`config.mk`:
```
export PLATFORM = sky130hd
export DESIGN_NAME = dircc_node
export DESIGN_NICKNAME = d
export VERILOG_FILES = /design/src/design/dircc_types_pkg.sv /design/src/design/dircc_app_pkg.sv /design/src/design/dircc_packet_receiver.sv /design/src/design/dircc_processing.sv /design/src/design/dircc_packet_sender.sv /design/src/design/dircc_status_register.sv /design/src/design/dircc_node.sv
export SDC_FILE = /design/constraint.sdc
export NUM_CORES = 1
export LEC_CHECK = 0
export CORE_ASPECT_RATIO = 0.6
export CORE_UTILIZATION = 40
export DETAILED_ROUTE_END_ITERATION = 8
export DONT_BUFFER_PORTS = 1
export PLACE_DENSITY = 0.59
export SYNTH_ARGS = -nofsm -noshare
export SYNTH_HDL_FRONTEND = slang
export SYNTH_SLANG_ARGS = --single-unit
```
`constraint.sdc`:
```
create_clock -name clk -period 17.5 [get_ports clk]
set_input_delay 2.625 -clock clk [delete_from_list [all_inputs] [get_ports clk]]
set_output_delay 2.625 -clock clk [all_outputs]
set_load 0.05 [all_outputs]
```
`src/design/dircc_types_pkg.sv`:
```
package dircc_types_pkg;

    // Stream geometry
    localparam int data_width       = 32;
    localparam int beats_per_packet = 4;
    localparam int beat_index_width = $clog2(beats_per_packet);
    localparam int symbol_width     = 8;
    localparam int empty_width      = 2;   // Always zero on full words

    localparam int hw_addr_width = 16;
    localparam int port_width    = 8;
    localparam int sw_addr_width = data_width - hw_addr_width - port_width;

    localparam int lamport_width = 32;
    localparam int user_width    = 16;

    // Beat order within a packet
    localparam logic [beat_index_width-1:0] beat_dest    = 0;
    localparam logic [beat_index_width-1:0] beat_src     = 1;
    localparam logic [beat_index_width-1:0] beat_lamport = 2;
    localparam logic [beat_index_width-1:0] beat_payload = 3;

    // Address word of beats 0 and 1, node address in the top half
    typedef struct packed {
        logic [hw_addr_width-1:0] hw_addr;
        logic [sw_addr_width-1:0] sw_addr;
        logic [port_width-1:0]    port;
    } address_t;

endpackage

```
`src/design/dircc_app_pkg.sv`:
```
package dircc_app_pkg;

    import dircc_types_pkg::*;

    localparam int state_width = 4;

    typedef enum logic [state_width-1:0] {
        state_booted   = 4'd0,
        state_running  = 4'd1,
        state_stopped  = 4'd2,
        state_disabled = 4'd3
    } dircc_state_t;

    localparam logic [state_width-1:0] state_error = 4'b1000;  // OR-ed onto current state

    // Which handler produced a state write
    typedef enum logic [1:0] {
        handler_none,
        handler_receive,
        handler_send
    } handler_t;

    // Host register port
    localparam int mem_address_width = 4;
    localparam int mem_width         = 32;

    localparam logic [mem_address_width-1:0] reg_state   = 4'd0;
    localparam logic [mem_address_width-1:0] reg_user    = 4'd1;
    localparam logic [mem_address_width-1:0] reg_lamport = 4'd2;

    localparam logic [hw_addr_width-1:0] node_address = 16'h0042;

    // Fan-out of port 0, sent in table order
    localparam int num_targets        = 3;
    localparam int target_index_width = $clog2(num_targets);

    localparam logic [hw_addr_width-1:0] target_table [num_targets] = '{
        16'h0101,
        16'h0102,
        16'h0203
    };

endpackage

```
`src/design/dircc_packet_receiver.sv`:
```
`timescale 1ns/1ps

module dircc_packet_receiver
    import dircc_types_pkg::*;
(
    input  logic                     clk,
    input  logic                     reset_n,

    input  logic [data_width-1:0]    input_data,
    input  logic [empty_width-1:0]   input_empty,
    input  logic                     input_startofpacket,
    input  logic                     input_endofpacket,
    input  logic                     input_valid,
    output logic                     input_ready,

    input  logic                     packet_taken,
    output logic                     packet_valid,
    output logic [data_width-1:0]    packet_dest,
    output logic [data_width-1:0]    packet_src,
    output logic [lamport_width-1:0] packet_lamport,
    output logic [data_width-1:0]    packet_payload
);

    logic [beat_index_width-1:0] beat_cnt;
    logic [beat_index_width-1:0] beat_idx;
    logic                        accept;
    logic [data_width-1:0]       beat_data;

    assign input_ready = !packet_valid;   // Held packet blocks the stream
    assign accept      = input_valid && input_ready;
    assign beat_idx    = input_startofpacket ? beat_dest : beat_cnt;

    // Empty symbols sit at the low end of the last beat
    assign beat_data = input_endofpacket ?
        (input_data & ({data_width{1'b1}} << (symbol_width * input_empty))) : input_data;

    always_ff @(posedge clk or negedge reset_n) begin
        if (!reset_n) begin
            beat_cnt     <= '0;
            packet_valid <= 1'b0;
        end else begin
            if (packet_taken) begin
                packet_valid <= 1'b0;
            end
            if (accept) begin
                beat_cnt <= input_endofpacket ? beat_dest : beat_idx + 1'b1;
                if (input_endofpacket) begin
                    packet_valid <= 1'b1;
                end
            end
        end
    end

    always_ff @(posedge clk) begin
        if (accept) begin
            case (beat_idx)
                beat_dest:    packet_dest    <= beat_data;
                beat_src:     packet_src     <= beat_data;
                beat_lamport: packet_lamport <= beat_data;
                default:      packet_payload <= beat_data;
            endcase
        end
    end

endmodule

```
`src/design/dircc_processing.sv`:
```
`timescale 1ns/1ps

module dircc_processing
    import dircc_types_pkg::*, dircc_app_pkg::*;
(
    input  logic                     clk,
    input  logic                     reset_n,

    input  logic                     packet_valid,
    input  logic [data_width-1:0]    packet_dest,
    input  logic [data_width-1:0]    packet_src,
    input  logic [lamport_width-1:0] packet_lamport,
    input  logic [data_width-1:0]    packet_payload,
    output logic                     packet_taken,

    output logic                     write_packet,
    output logic [hw_addr_width-1:0] out_dest,
    output logic [lamport_width-1:0] out_lamport,
    output logic [user_width-1:0]    out_payload,
    input  logic                     sending,

    input  logic [state_width-1:0]   cur_state,
    output logic                     state_write,
    output logic [state_width-1:0]   state_next,
    output logic [user_width-1:0]    user_next,
    output logic [lamport_width-1:0] lamport_next
);

    handler_t                      handler;
    logic [lamport_width-1:0]      lamport;
    logic [user_width-1:0]         user_state;
    logic [target_index_width-1:0] target_idx;
    dircc_state_t                  base_state;
    logic [lamport_width-1:0]      lamport_recv;
    logic                          issue;
    logic                          last_target;

    assign base_state   = dircc_state_t'(cur_state & ~state_error);
    assign lamport_recv = ((packet_lamport > lamport) ? packet_lamport : lamport) + 1'b1;

    // One packet per target, sender must be idle
    assign issue       = (handler == handler_send) && !sending && !write_packet;
    assign last_target = (target_idx == target_index_width'(num_targets - 1));

    assign user_next    = user_state;
    assign lamport_next = lamport;

    always_ff @(posedge clk or negedge reset_n) begin
        if (!reset_n) begin
            handler      <= handler_none;
            lamport      <= '0;
            user_state   <= '0;
            target_idx   <= '0;
            packet_taken <= 1'b0;
            state_write  <= 1'b0;
            state_next   <= state_booted;
            write_packet <= 1'b0;
        end else begin
            packet_taken <= 1'b0;
            state_write  <= 1'b0;
            write_packet <= 1'b0;

            case (handler)
                handler_none: begin
                    // BOOTED leaves the packet waiting
                    if (packet_valid && !packet_taken) begin
                        if (base_state == state_running) begin
                            lamport      <= lamport_recv;
                            user_state   <= user_state + packet_payload[user_width-1:0];
                            state_next   <= cur_state;
                            state_write  <= 1'b1;
                            packet_taken <= 1'b1;
                            handler      <= handler_receive;
                        end else if (base_state == state_stopped ||
                                     base_state == state_disabled) begin
                            state_next   <= cur_state | state_error;   // Swallowed
                            state_write  <= 1'b1;
                            packet_taken <= 1'b1;
                        end
                    end
                end

                handler_receive: begin
                    lamport     <= lamport + 1'b1;   // Send event
                    state_next  <= cur_state;
                    state_write <= 1'b1;
                    target_idx  <= '0;
                    handler     <= handler_send;
                end

                handler_send: begin
                    if (issue) begin
                        write_packet <= 1'b1;
                        if (last_target) begin
                            handler <= handler_none;
                        end else begin
                            target_idx <= target_idx + 1'b1;
                        end
                    end
                end

                default: handler <= handler_none;
            endcase
        end
    end

    always_ff @(posedge clk) begin
        if (issue) begin
            out_dest    <= target_table[target_idx];
            out_lamport <= lamport;
            out_payload <= user_state;
        end
    end

endmodule

```
`src/design/dircc_packet_sender.sv`:
```
`timescale 1ns/1ps

module dircc_packet_sender
    import dircc_types_pkg::*, dircc_app_pkg::*;
(
    input  logic                     clk,
    input  logic                     reset_n,

    input  logic                     write_packet,
    input  logic [hw_addr_width-1:0] out_dest,
    input  logic [lamport_width-1:0] out_lamport,
    input  logic [user_width-1:0]    out_payload,
    output logic                     sending,

    output logic [data_width-1:0]    output_data,
    output logic [empty_width-1:0]   output_empty,
    output logic                     output_startofpacket,
    output logic                     output_endofpacket,
    output logic                     output_valid,
    input  logic                     output_ready
);

    address_t                    dest_word;
    address_t                    src_word;
    logic [lamport_width-1:0]    lamport_word;
    logic [user_width-1:0]       payload_word;
    logic [beat_index_width-1:0] beat;

    assign src_word = '{hw_addr: node_address, sw_addr: '0, port: '0};   // Port 0 only

    always_ff @(posedge clk or negedge reset_n) begin
        if (!reset_n) begin
            output_valid <= 1'b0;
            beat         <= beat_dest;
        end else if (write_packet) begin
            output_valid <= 1'b1;
            beat         <= beat_dest;
        end else if (output_valid && output_ready) begin
            if (beat == beat_payload) begin
                output_valid <= 1'b0;
            end else begin
                beat <= beat + 1'b1;
            end
        end
    end

    always_ff @(posedge clk) begin
        if (write_packet) begin
            dest_word    <= '{hw_addr: out_dest, sw_addr: '0, port: '0};
            lamport_word <= out_lamport;
            payload_word <= out_payload;
        end
    end

    always_comb begin
        case (beat)
            beat_dest:    output_data = dest_word;
            beat_src:     output_data = src_word;
            beat_lamport: output_data = lamport_word;
            default:      output_data = {{(data_width - user_width){1'b0}}, payload_word};
        endcase
    end

    assign output_startofpacket = output_valid && (beat == beat_dest);
    assign output_endofpacket   = output_valid && (beat == beat_payload);
    assign output_empty         = '0;

    assign sending = write_packet || output_valid;   // Busy until last beat leaves

endmodule

```
`src/design/dircc_status_register.sv`:
```
`timescale 1ns/1ps

module dircc_status_register
    import dircc_types_pkg::*, dircc_app_pkg::*;
(
    input  logic                         clk,
    input  logic                         reset_n,

    input  logic [mem_address_width-1:0] mem_address,
    input  logic                         mem_write,
    input  logic [mem_width-1:0]         mem_writedata,
    output logic [mem_width-1:0]         mem_readdata,

    input  logic                         state_write,
    input  logic [state_width-1:0]       state_next,
    input  logic [user_width-1:0]        user_next,
    input  logic [lamport_width-1:0]     lamport_next,
    output logic [state_width-1:0]       cur_state
);

    logic [user_width-1:0]    user_state;
    logic [lamport_width-1:0] lamport;

    always_ff @(posedge clk or negedge reset_n) begin
        if (!reset_n) begin
            cur_state  <= state_booted;
            user_state <= '0;
            lamport    <= '0;
        end else if (state_write) begin
            // Handler update wins over the host
            cur_state  <= state_next;
            user_state <= user_next;
            lamport    <= lamport_next;
        end else if (mem_write && mem_address == reg_state) begin
            cur_state <= mem_writedata[state_width-1:0];   // User and Lamport read only
        end
    end

    always_ff @(posedge clk) begin
        case (mem_address)
            reg_state:   mem_readdata <= mem_width'(cur_state);
            reg_user:    mem_readdata <= mem_width'(user_state);
            reg_lamport: mem_readdata <= mem_width'(lamport);
            default:     mem_readdata <= '0;
        endcase
    end

endmodule

```
`src/design/dircc_node.sv`:
```
`timescale 1ns/1ps

module dircc_node
    import dircc_types_pkg::*, dircc_app_pkg::*;
(
    input  logic                         clk,
    input  logic                         reset_n,

    input  logic [data_width-1:0]        input_data,
    input  logic [empty_width-1:0]       input_empty,
    input  logic                         input_startofpacket,
    input  logic                         input_endofpacket,
    input  logic                         input_valid,
    output logic                         input_ready,

    output logic [data_width-1:0]        output_data,
    output logic [empty_width-1:0]       output_empty,
    output logic                         output_startofpacket,
    output logic                         output_endofpacket,
    output logic                         output_valid,
    input  logic                         output_ready,

    input  logic [mem_address_width-1:0] mem_address,
    input  logic                         mem_write,
    input  logic [mem_width-1:0]         mem_writedata,
    output logic [mem_width-1:0]         mem_readdata
);

    // Receiver to processing
    logic                     packet_valid;
    logic                     packet_taken;
    logic [data_width-1:0]    packet_dest;
    logic [data_width-1:0]    packet_src;
    logic [lamport_width-1:0] packet_lamport;
    logic [data_width-1:0]    packet_payload;

    // Processing to sender
    logic                     write_packet;
    logic                     sending;
    logic [hw_addr_width-1:0] out_dest;
    logic [lamport_width-1:0] out_lamport;
    logic [user_width-1:0]    out_payload;

    // Processing to status register
    logic                     state_write;
    logic [state_width-1:0]   state_next;
    logic [user_width-1:0]    user_next;
    logic [lamport_width-1:0] lamport_next;
    logic [state_width-1:0]   cur_state;

    dircc_packet_receiver u_receiver (
        .clk                 (clk),
        .reset_n             (reset_n),
        .input_data          (input_data),
        .input_empty         (input_empty),
        .input_startofpacket (input_startofpacket),
        .input_endofpacket   (input_endofpacket),
        .input_valid         (input_valid),
        .input_ready         (input_ready),
        .packet_taken        (packet_taken),
        .packet_valid        (packet_valid),
        .packet_dest         (packet_dest),
        .packet_src          (packet_src),
        .packet_lamport      (packet_lamport),
        .packet_payload      (packet_payload)
    );

    dircc_processing u_processing (
        .clk            (clk),
        .reset_n        (reset_n),
        .packet_valid   (packet_valid),
        .packet_dest    (packet_dest),
        .packet_src     (packet_src),
        .packet_lamport (packet_lamport),
        .packet_payload (packet_payload),
        .packet_taken   (packet_taken),
        .write_packet   (write_packet),
        .out_dest       (out_dest),
        .out_lamport    (out_lamport),
        .out_payload    (out_payload),
        .sending        (sending),
        .cur_state      (cur_state),
        .state_write    (state_write),
        .state_next     (state_next),
        .user_next      (user_next),
        .lamport_next   (lamport_next)
    );

    dircc_packet_sender u_sender (
        .clk                  (clk),
        .reset_n              (reset_n),
        .write_packet         (write_packet),
        .out_dest             (out_dest),
        .out_lamport          (out_lamport),
        .out_payload          (out_payload),
        .sending              (sending),
        .output_data          (output_data),
        .output_empty         (output_empty),
        .output_startofpacket (output_startofpacket),
        .output_endofpacket   (output_endofpacket),
        .output_valid         (output_valid),
        .output_ready         (output_ready)
    );

    dircc_status_register u_status (
        .clk           (clk),
        .reset_n       (reset_n),
        .mem_address   (mem_address),
        .mem_write     (mem_write),
        .mem_writedata (mem_writedata),
        .mem_readdata  (mem_readdata),
        .state_write   (state_write),
        .state_next    (state_next),
        .user_next     (user_next),
        .lamport_next  (lamport_next),
        .cur_state     (cur_state)
    );

endmodule

```
Word-level counts from Yosys, hierarchy flattened
Index checks and enable logic that the tools add are counted.
{ "totals": {"ff_bits": 325, "word_cells": 131, "out_inout_bits": 70} }
{ "classes": {"n_addsub": 6, "order_cmp": 2, "reduce_logical": 33, "bitwise_logic": 3, "n_shift": 1, "muxes": 42, "n_eq_ne": 20} }
{ "op_table": {"columns": ["cell", "n"], "rows": [
  ["$pmux 32 s3", 2],
  ["$mux 32", 4],
  ["$add 32x1->32 const B", 2],
  ["$pmux 32 s2", 1],
  ["$and 32x32->32", 1],
  ["$bmux 16 s2", 1],
  ["$gt 32x32->1", 1],
  ["$mux 16", 2],
  ["$shl 32x5->32 const A", 1],
  ["$mux 2", 11],
  ["$mux 4", 5],
  ["$add 16x16->16", 1],
  ["$mux 1", 12],
  ["$reduce_and 3->1", 4],
  ["$eq 2x2->1 const B", 5],
  ["$reduce_bool 2->1", 5],
  ["$logic_and 1x1->1", 8],
  ["$ne 2x1->1 const B", 4],
  ["$pmux 4 s2", 1],
  ["$reduce_and 2->1", 4],
  ["$add 2x1->2 const B", 3],
  ["$eq 2x1->1 const B", 3],
  ["$eq 3x2->1 const B", 2],
  ["$logic_not 2->1", 3],
  ["other kinds (16)", 21]
]} }

Depth between registers and ports, before layout
{ "depth": {"ltp_word": 6, "mapped_depth": 20, "mapped_depth_nobuf": 18} }

Modules after synthesis
Synthesis repeated with hierarchy kept, for this count alone.
{ "unflattened": {"cells_unflattened": 1343, "area_unflattened_um2": 17027.6} }
{ "modules_own_cells": {"columns": ["module", "n_inst", "area_each_um2", "cells_per_inst", "seq_area_each_um2"], "rows": [
  ["dircc_processing", 1, 7211.9, 786, 3037.9],
  ["dircc_packet_receiver", 1, 4201.5, 176, 3918.8],
  ["dircc_status_register", 1, 3001.6, 202, 1941.9],
  ["dircc_packet_sender", 1, 2612.5, 179, 1996.9]
]} }

Worst setup path before layout
OpenSTA, ideal clock, no wires.
{ "synth_timing": {"path_type": "register to register", "startpoint": "register u_processing.write_packet", "endpoint": "register u_processing.handler[1]", "required_ns": 17.375, "arrival_ns": 5.821, "setup_slack_ns": 11.555, "path_stages_with_launch": 6, "cell_sequence": "dfrtp_1 -> nor3b_1 -> nand2_1 -> nand2_1 -> nand2_1 -> mux2_2"} }
{ "synth_between": {"elab_chain_cells": 6, "word_cells_on_any_way": 7, "classes_between": "eq/ne: 1; reduce/logical: 6"} }
{ "synth_lines": {"columns": ["element", "line", "text"], "rows": [
  ["from (decl)", "dircc_processing.sv:16", "output logic write_packet,"],
  ["from (signal assigned)", "dircc_processing.sv:57", "write_packet <= 1'b0;"],
  ["from (signal assigned)", "dircc_processing.sv:61", "write_packet <= 1'b0;"],
  ["from (signal assigned)", "dircc_processing.sv:93", "write_packet <= 1'b1;"],
  ["$logic_or 1x1->1", "dircc_packet_sender.sv:68", "assign sending = write_packet || output_valid;"],
  ["$logic_not 1->1", "dircc_processing.sv:42", "assign issue = (handler == handler_send) && !sending && !write_packet;"],
  ["$logic_and 1x1->1", "dircc_processing.sv:42", null],
  ["$logic_and 1x1->1 *", "dircc_processing.sv:42", null],
  ["named net u_processing.issue", "dircc_processing.sv:35", "logic issue;"],
  ["$ne 2x1->1 (no source line) *", null, null],
  ["$reduce_and 4->1 (no source line) *", null, null],
  ["to (signal assigned)", "dircc_processing.sv:50", "handler <= handler_none;"],
  ["to (signal assigned)", "dircc_processing.sv:73", "handler <= handler_receive;"],
  ["to (signal assigned)", "dircc_processing.sv:88", "handler <= handler_send;"],
  ["to (decl)", "dircc_processing.sv:29", "handler_t handler;"]
]} }
Mark *: on every way through the listed nets, which the timed path passes. The rest lies on a longest branch.
A chain may end at the register's enable or synchronous reset.

Worst setup path in the final report
{ "layout_timing": {"startpoint": "register u_sender.beat[0]", "endpoint": "output output_data[14]"} }
{ "layout_between": {"elab_chain_cells": 2, "word_cells_on_any_way": 4, "classes_between": "eq/ne: 2; mux: 1; reduce/logical: 1"} }
{ "layout_lines": {"columns": ["element", "line", "text"], "rows": [
  ["from (decl)", "dircc_packet_sender.sv:27", "logic [beat_index_width-1:0] beat;"],
  ["from (signal assigned)", "dircc_packet_sender.sv:34", "beat <= beat_dest;"],
  ["from (signal assigned)", "dircc_packet_sender.sv:37", "beat <= beat_dest;"],
  ["from (signal assigned)", "dircc_packet_sender.sv:42", "beat <= beat + 1'b1;"],
  ["$eq 2x2->1 (tied with other cells)", "dircc_packet_sender.sv:56", "case (beat)"],
  ["$pmux 32 s3 *", "dircc_packet_sender.sv:56", null],
  ["to (decl)", "dircc_node.sv:16", "output logic [data_width-1:0] output_data,"]
]} }
Every way passes the cells marked *; elsewhere a longest branch is shown, timed or not.

==> impl_summary.log <==
INFO  metric cp_max_fo = 26
INFO  metric status = complete, no violations
INFO  metric finalCriticalPeriod = 5890 ps
INFO  metric grtUsageMet1 = 0.311
INFO  metric synthMuxAreaShare = 0.0504
INFO  metric vias_per_cell = 5.42
INFO  metric number_of_antenna_violations_at_the_first_check_in_global_routing = 2
INFO  metric cts_root_buf = sky130_fd_sc_hd__clkbuf_16
INFO  metric asyncSetResetFlopFracSynth = 0.389
INFO  metric critical_path_arrival = 3270 ps
INFO  metric final_util = 0.456
INFO  metric top_level_ports = 147
INFO  metric drc = 0
INFO  metric final_nets = 1225
INFO  metric vias = 8478
INFO  metric timing.final.hold_violations = 0
INFO  metric ant_nets = 0
INFO  metric synth_edf_count = 152
INFO  metric numPortBuffers = 0
INFO  metric maxCapViolations = 0
INFO  metric powerDensity = 175 mW/mm²
INFO  metric worstMarginPinSlew = 1110 ps
INFO  metric fillers = 2972
INFO  metric synth-warning-count = 0
INFO  metric grt_remaining_overflow = 0
INFO  metric clkSinkCount = 301
INFO  metric post-route-period-util = 0.337
INFO  metric first_pass_drt_iterations = 5
INFO  metric worst-r2r-cell-count = 19
INFO  metric drive_gt1_frac = 0.119
INFO  metric rsz_0062_raised_after_global_routing = false
INFO  metric number_of_hold_buffers_added_after_cts = 0
INFO  metric drv_slew = 0
INFO  metric routed_wire_length_per_instance = 20.1 µm
INFO  metric synth_top_flop_cell = sky130_fd_sc_hd__edfxtp_1
INFO  metric clkTransAtPathRegs = 70 ps
INFO  metric starting_density = 0.411
INFO  metric total_of_cells_resized_after_clock_tree_synthesis = 0
INFO  metric setup_total_negative_slack = 0 ps
INFO  metric fp.dieArea = 0.0344 mm²
INFO  metric cts.htree.levels = 1
INFO  metric synthToLayoutAreaGrowth = 11.0%
INFO  metric core_area = 0.0327 mm²
INFO  metric floorplan.die.width = 239 µm
INFO  metric cts_tree = built
INFO  metric crit_type = flip-flop to output port
INFO  metric postSynthAreaPerCell = 12.4 µm²
INFO  metric synth-adder-area-share = 0.0564
INFO  metric core.rowCount = 51
INFO  metric r2r_end = u_processing.lamport_next[26]
INFO  metric setup.reg_to_reg.worst_slack = 12260 ps
INFO  metric grt_pass1_vias = 8079
INFO  metric dominant_combinational_cell_family_by_area_after_synthesis = simple AND/OR/NAND/NOR gates
INFO  metric finalSetupViolCount = 0
INFO  metric ys_types = 69
INFO  metric global_route_total_usage_across_every_layer = 0.185
INFO  metric ir_worst_vdd = 0.0000905 V
INFO  metric detailedPlacementHpwl = 22200 µm
INFO  metric critical_path.endpoint_type = output port
INFO  metric synth-compound-area-share = 0.113
INFO  metric hold_slack_final = 415 ps
INFO  metric synth_sequential_area_ratio = 0.605
INFO  metric gr-usage-met3 = 0.0328
INFO  metric critical_path.endpoint = output_data[14]
INFO  metric synth-simple-area-share = 0.120
INFO  metric hp-class = flip-flop to flip-flop
INFO  metric grt_first_pass_wirelength = 48200 µm
INFO  metric gr_met2_demand_resource = 0.240
INFO  metric clock_path_buffers = 3
INFO  metric busiest_layer = met1
INFO  metric place.gp.congestion = 0.884
INFO  metric post_synth_inst_count = 1083
INFO  metric final.setup_skew = 12.9 ps
INFO  metric post_synth_instance_area = 0.0134 mm²
INFO  metric timing.slew.headroom = 0.254
INFO  metric finalWirelength = 31500 µm
INFO  metric startpoint = u_sender.beat[0]
INFO  metric r2r-start = u_processing.lamport_next[22]
INFO  metric wp_data_required = 14880 ps
INFO  metric maximum_number_of_pins_on_one_net_before_global_route_repair = 118
INFO  metric critical_path.startpoint_type = flip-flop
INFO  metric die-height = 144 µm
INFO  metric leak = 5.85 nW
INFO  metric dr.first_iter.drc_count = 692
INFO  metric synthXorXnorAreaFrac = 0.0267
INFO  metric ys_seq_elements = 301
INFO  metric clkLatencyLatePin = 570 ps
INFO  metric cts.repair_timing.setup_buffer_count = 0
INFO  metric cts_inserted_buffers = 29
INFO  metric achievable-frequency = 170 MHz
-- final cells by class --
cell class              count  area, µm²  area share
clock inverters            12        154      0.0103
inverters                  54        203      0.0136
clock buffers              42        825      0.0553
well taps                 450        563      0.0377
flip-flops and latches    301       8140       0.545
multi-input cells         692       4960       0.332
repair buffers             10       75.1     0.00503
diodes                      3       7.51    0.000503
-- stage by stage --
stage	cells	power [mW]	instance area, µm²	worst slack [ps]
global placement	1507	1.95	13900	12210
detailed placement	1507	1.98	13900	12130
floorplan	1084	1.76	13400	11550
finish	1564	2.61	14900	11610
CTS	1561	2.63	14900	11500
global route	1562	2.76	14900	11380
-- critical path, cell delays in order (launching register included) --
cell and delay [ps]:
sky130_fd_sc_hd__dfrtp_1 410, sky130_fd_sc_hd__ha_1 590, sky130_fd_sc_hd__nor2b_2 1030, sky130_fd_sc_hd__a22o_1 650
-- sequential cells by signal, summed over array words and instances (netlist names), 4 cells and up --
name,flops
u_sender.dest_word,4
u_receiver.packet_payload,16
u_processing.out_lamport,32
u_processing.out_dest,4
u_processing.state_next,4
u_processing.user_next,16
u_status.cur_state,4
u_sender.lamport_word,32
u_status.user_state,16
u_status.lamport,32
u_status.mem_readdata,32
u_receiver.packet_lamport,32
u_processing.lamport_next,32
u_processing.out_payload,16
u_sender.payload_word,16
-- power breakdown --
part           switching, mW  internal [mW]  total, mW
Sequential             0.198          0.949       1.15
Combinational          0.527          0.295      0.821
Clock                  0.268          0.373      0.641
-- synth_stat cells (16+ instances only) --
master,count,share of area
sky130_fd_sc_hd__edfxtp_1,152,0.34
sky130_fd_sc_hd__dfrtp_1,117,0.22
sky130_fd_sc_hd__nand2_1,77,0.022
sky130_fd_sc_hd__a21oi_1,61,0.023
sky130_fd_sc_hd__and2_1,61,0.028
sky130_fd_sc_hd__ha_1,59,0.055
sky130_fd_sc_hd__o21ai_0,55,0.020
sky130_fd_sc_hd__inv_1,54,0.015
sky130_fd_sc_hd__mux2_2,53,0.044
sky130_fd_sc_hd__nor2_1,42,0.012
sky130_fd_sc_hd__nand3_1,33,0.012
sky130_fd_sc_hd__dfxtp_1,32,0.048
sky130_fd_sc_hd__a22o_1,29,0.019
sky130_fd_sc_hd__clkbuf_1,27,0.0075
sky130_fd_sc_hd__xnor2_1,22,0.014
sky130_fd_sc_hd__xor2_1,19,0.012
sky130_fd_sc_hd__nand4_1,16,0.0074
-- placed cells by master (no fill, tap or decap), types with 16 or more instances in the layout --
cell,synthesis,final
sky130_fd_sc_hd__o21ai_0,55,54
sky130_fd_sc_hd__clkbuf_16,0,29
sky130_fd_sc_hd__nand3_1,33,33
sky130_fd_sc_hd__dfrtp_1,117,115
sky130_fd_sc_hd__nand4_1,16,16
sky130_fd_sc_hd__nand2_1,77,77
sky130_fd_sc_hd__dfxtp_1,32,32
sky130_fd_sc_hd__ha_1,59,59
sky130_fd_sc_hd__a21oi_1,61,61
sky130_fd_sc_hd__edfxtp_1,152,152
sky130_fd_sc_hd__xor2_1,19,19
sky130_fd_sc_hd__mux2_2,53,53
sky130_fd_sc_hd__xnor2_1,22,22
sky130_fd_sc_hd__and2_1,61,61
sky130_fd_sc_hd__inv_1,54,54
sky130_fd_sc_hd__a22o_1,29,29
sky130_fd_sc_hd__nor2_1,42,42
-- metal layers --
| metal | up-vias | routed length (µm) | share of wire |
|---|---|---|---|
| met4 | 0 | 574 | 0.018 |
| met3 | 42 | 2040 | 0.065 |
| met5 | - | 0 | 0 |
| li1 | 3993 | - | - |
| met1 | 4206 | 17100 | 0.54 |
| met2 | 237 | 11800 | 0.38 |
-- logic make-up (layout without fill, tap and decap cells) --
group / count (synthesis) / count (layout)
AO/OA/AOI/OAI: 228 / 228
XOR/XNOR: 41 / 41
adder cells (fa/ha/maj): 60 / 60
buffers and inverters: 91 / 118
flip-flops: 301 / 301
multiplexers: 61 / 61
other: 1 / 5
AND/OR/NAND/NOR: 300 / 300
-- worst min path at each step --
stage | startpoint | end | cells after the start | slack (ps)
final | u_processing.out_payload[14] | u_sender.payload_word[14] | 0 | 410
after global routing | u_processing.out_payload[13] | u_sender.payload_word[13] | 0 | 420
after CTS | u_processing.out_payload[13] | u_sender.payload_word[13] | 0 | 410
after detailed placement | u_processing.out_lamport[20] | u_sender.lamport_word[20] | 0 | 400
after global placement | u_processing.out_lamport[10] | u_sender.lamport_word[10] | 0 | 400
after floorplan | u_processing.out_dest[0] | u_sender.dest_word[16] | 0 | 400
(Power assumes the default switching activity.)
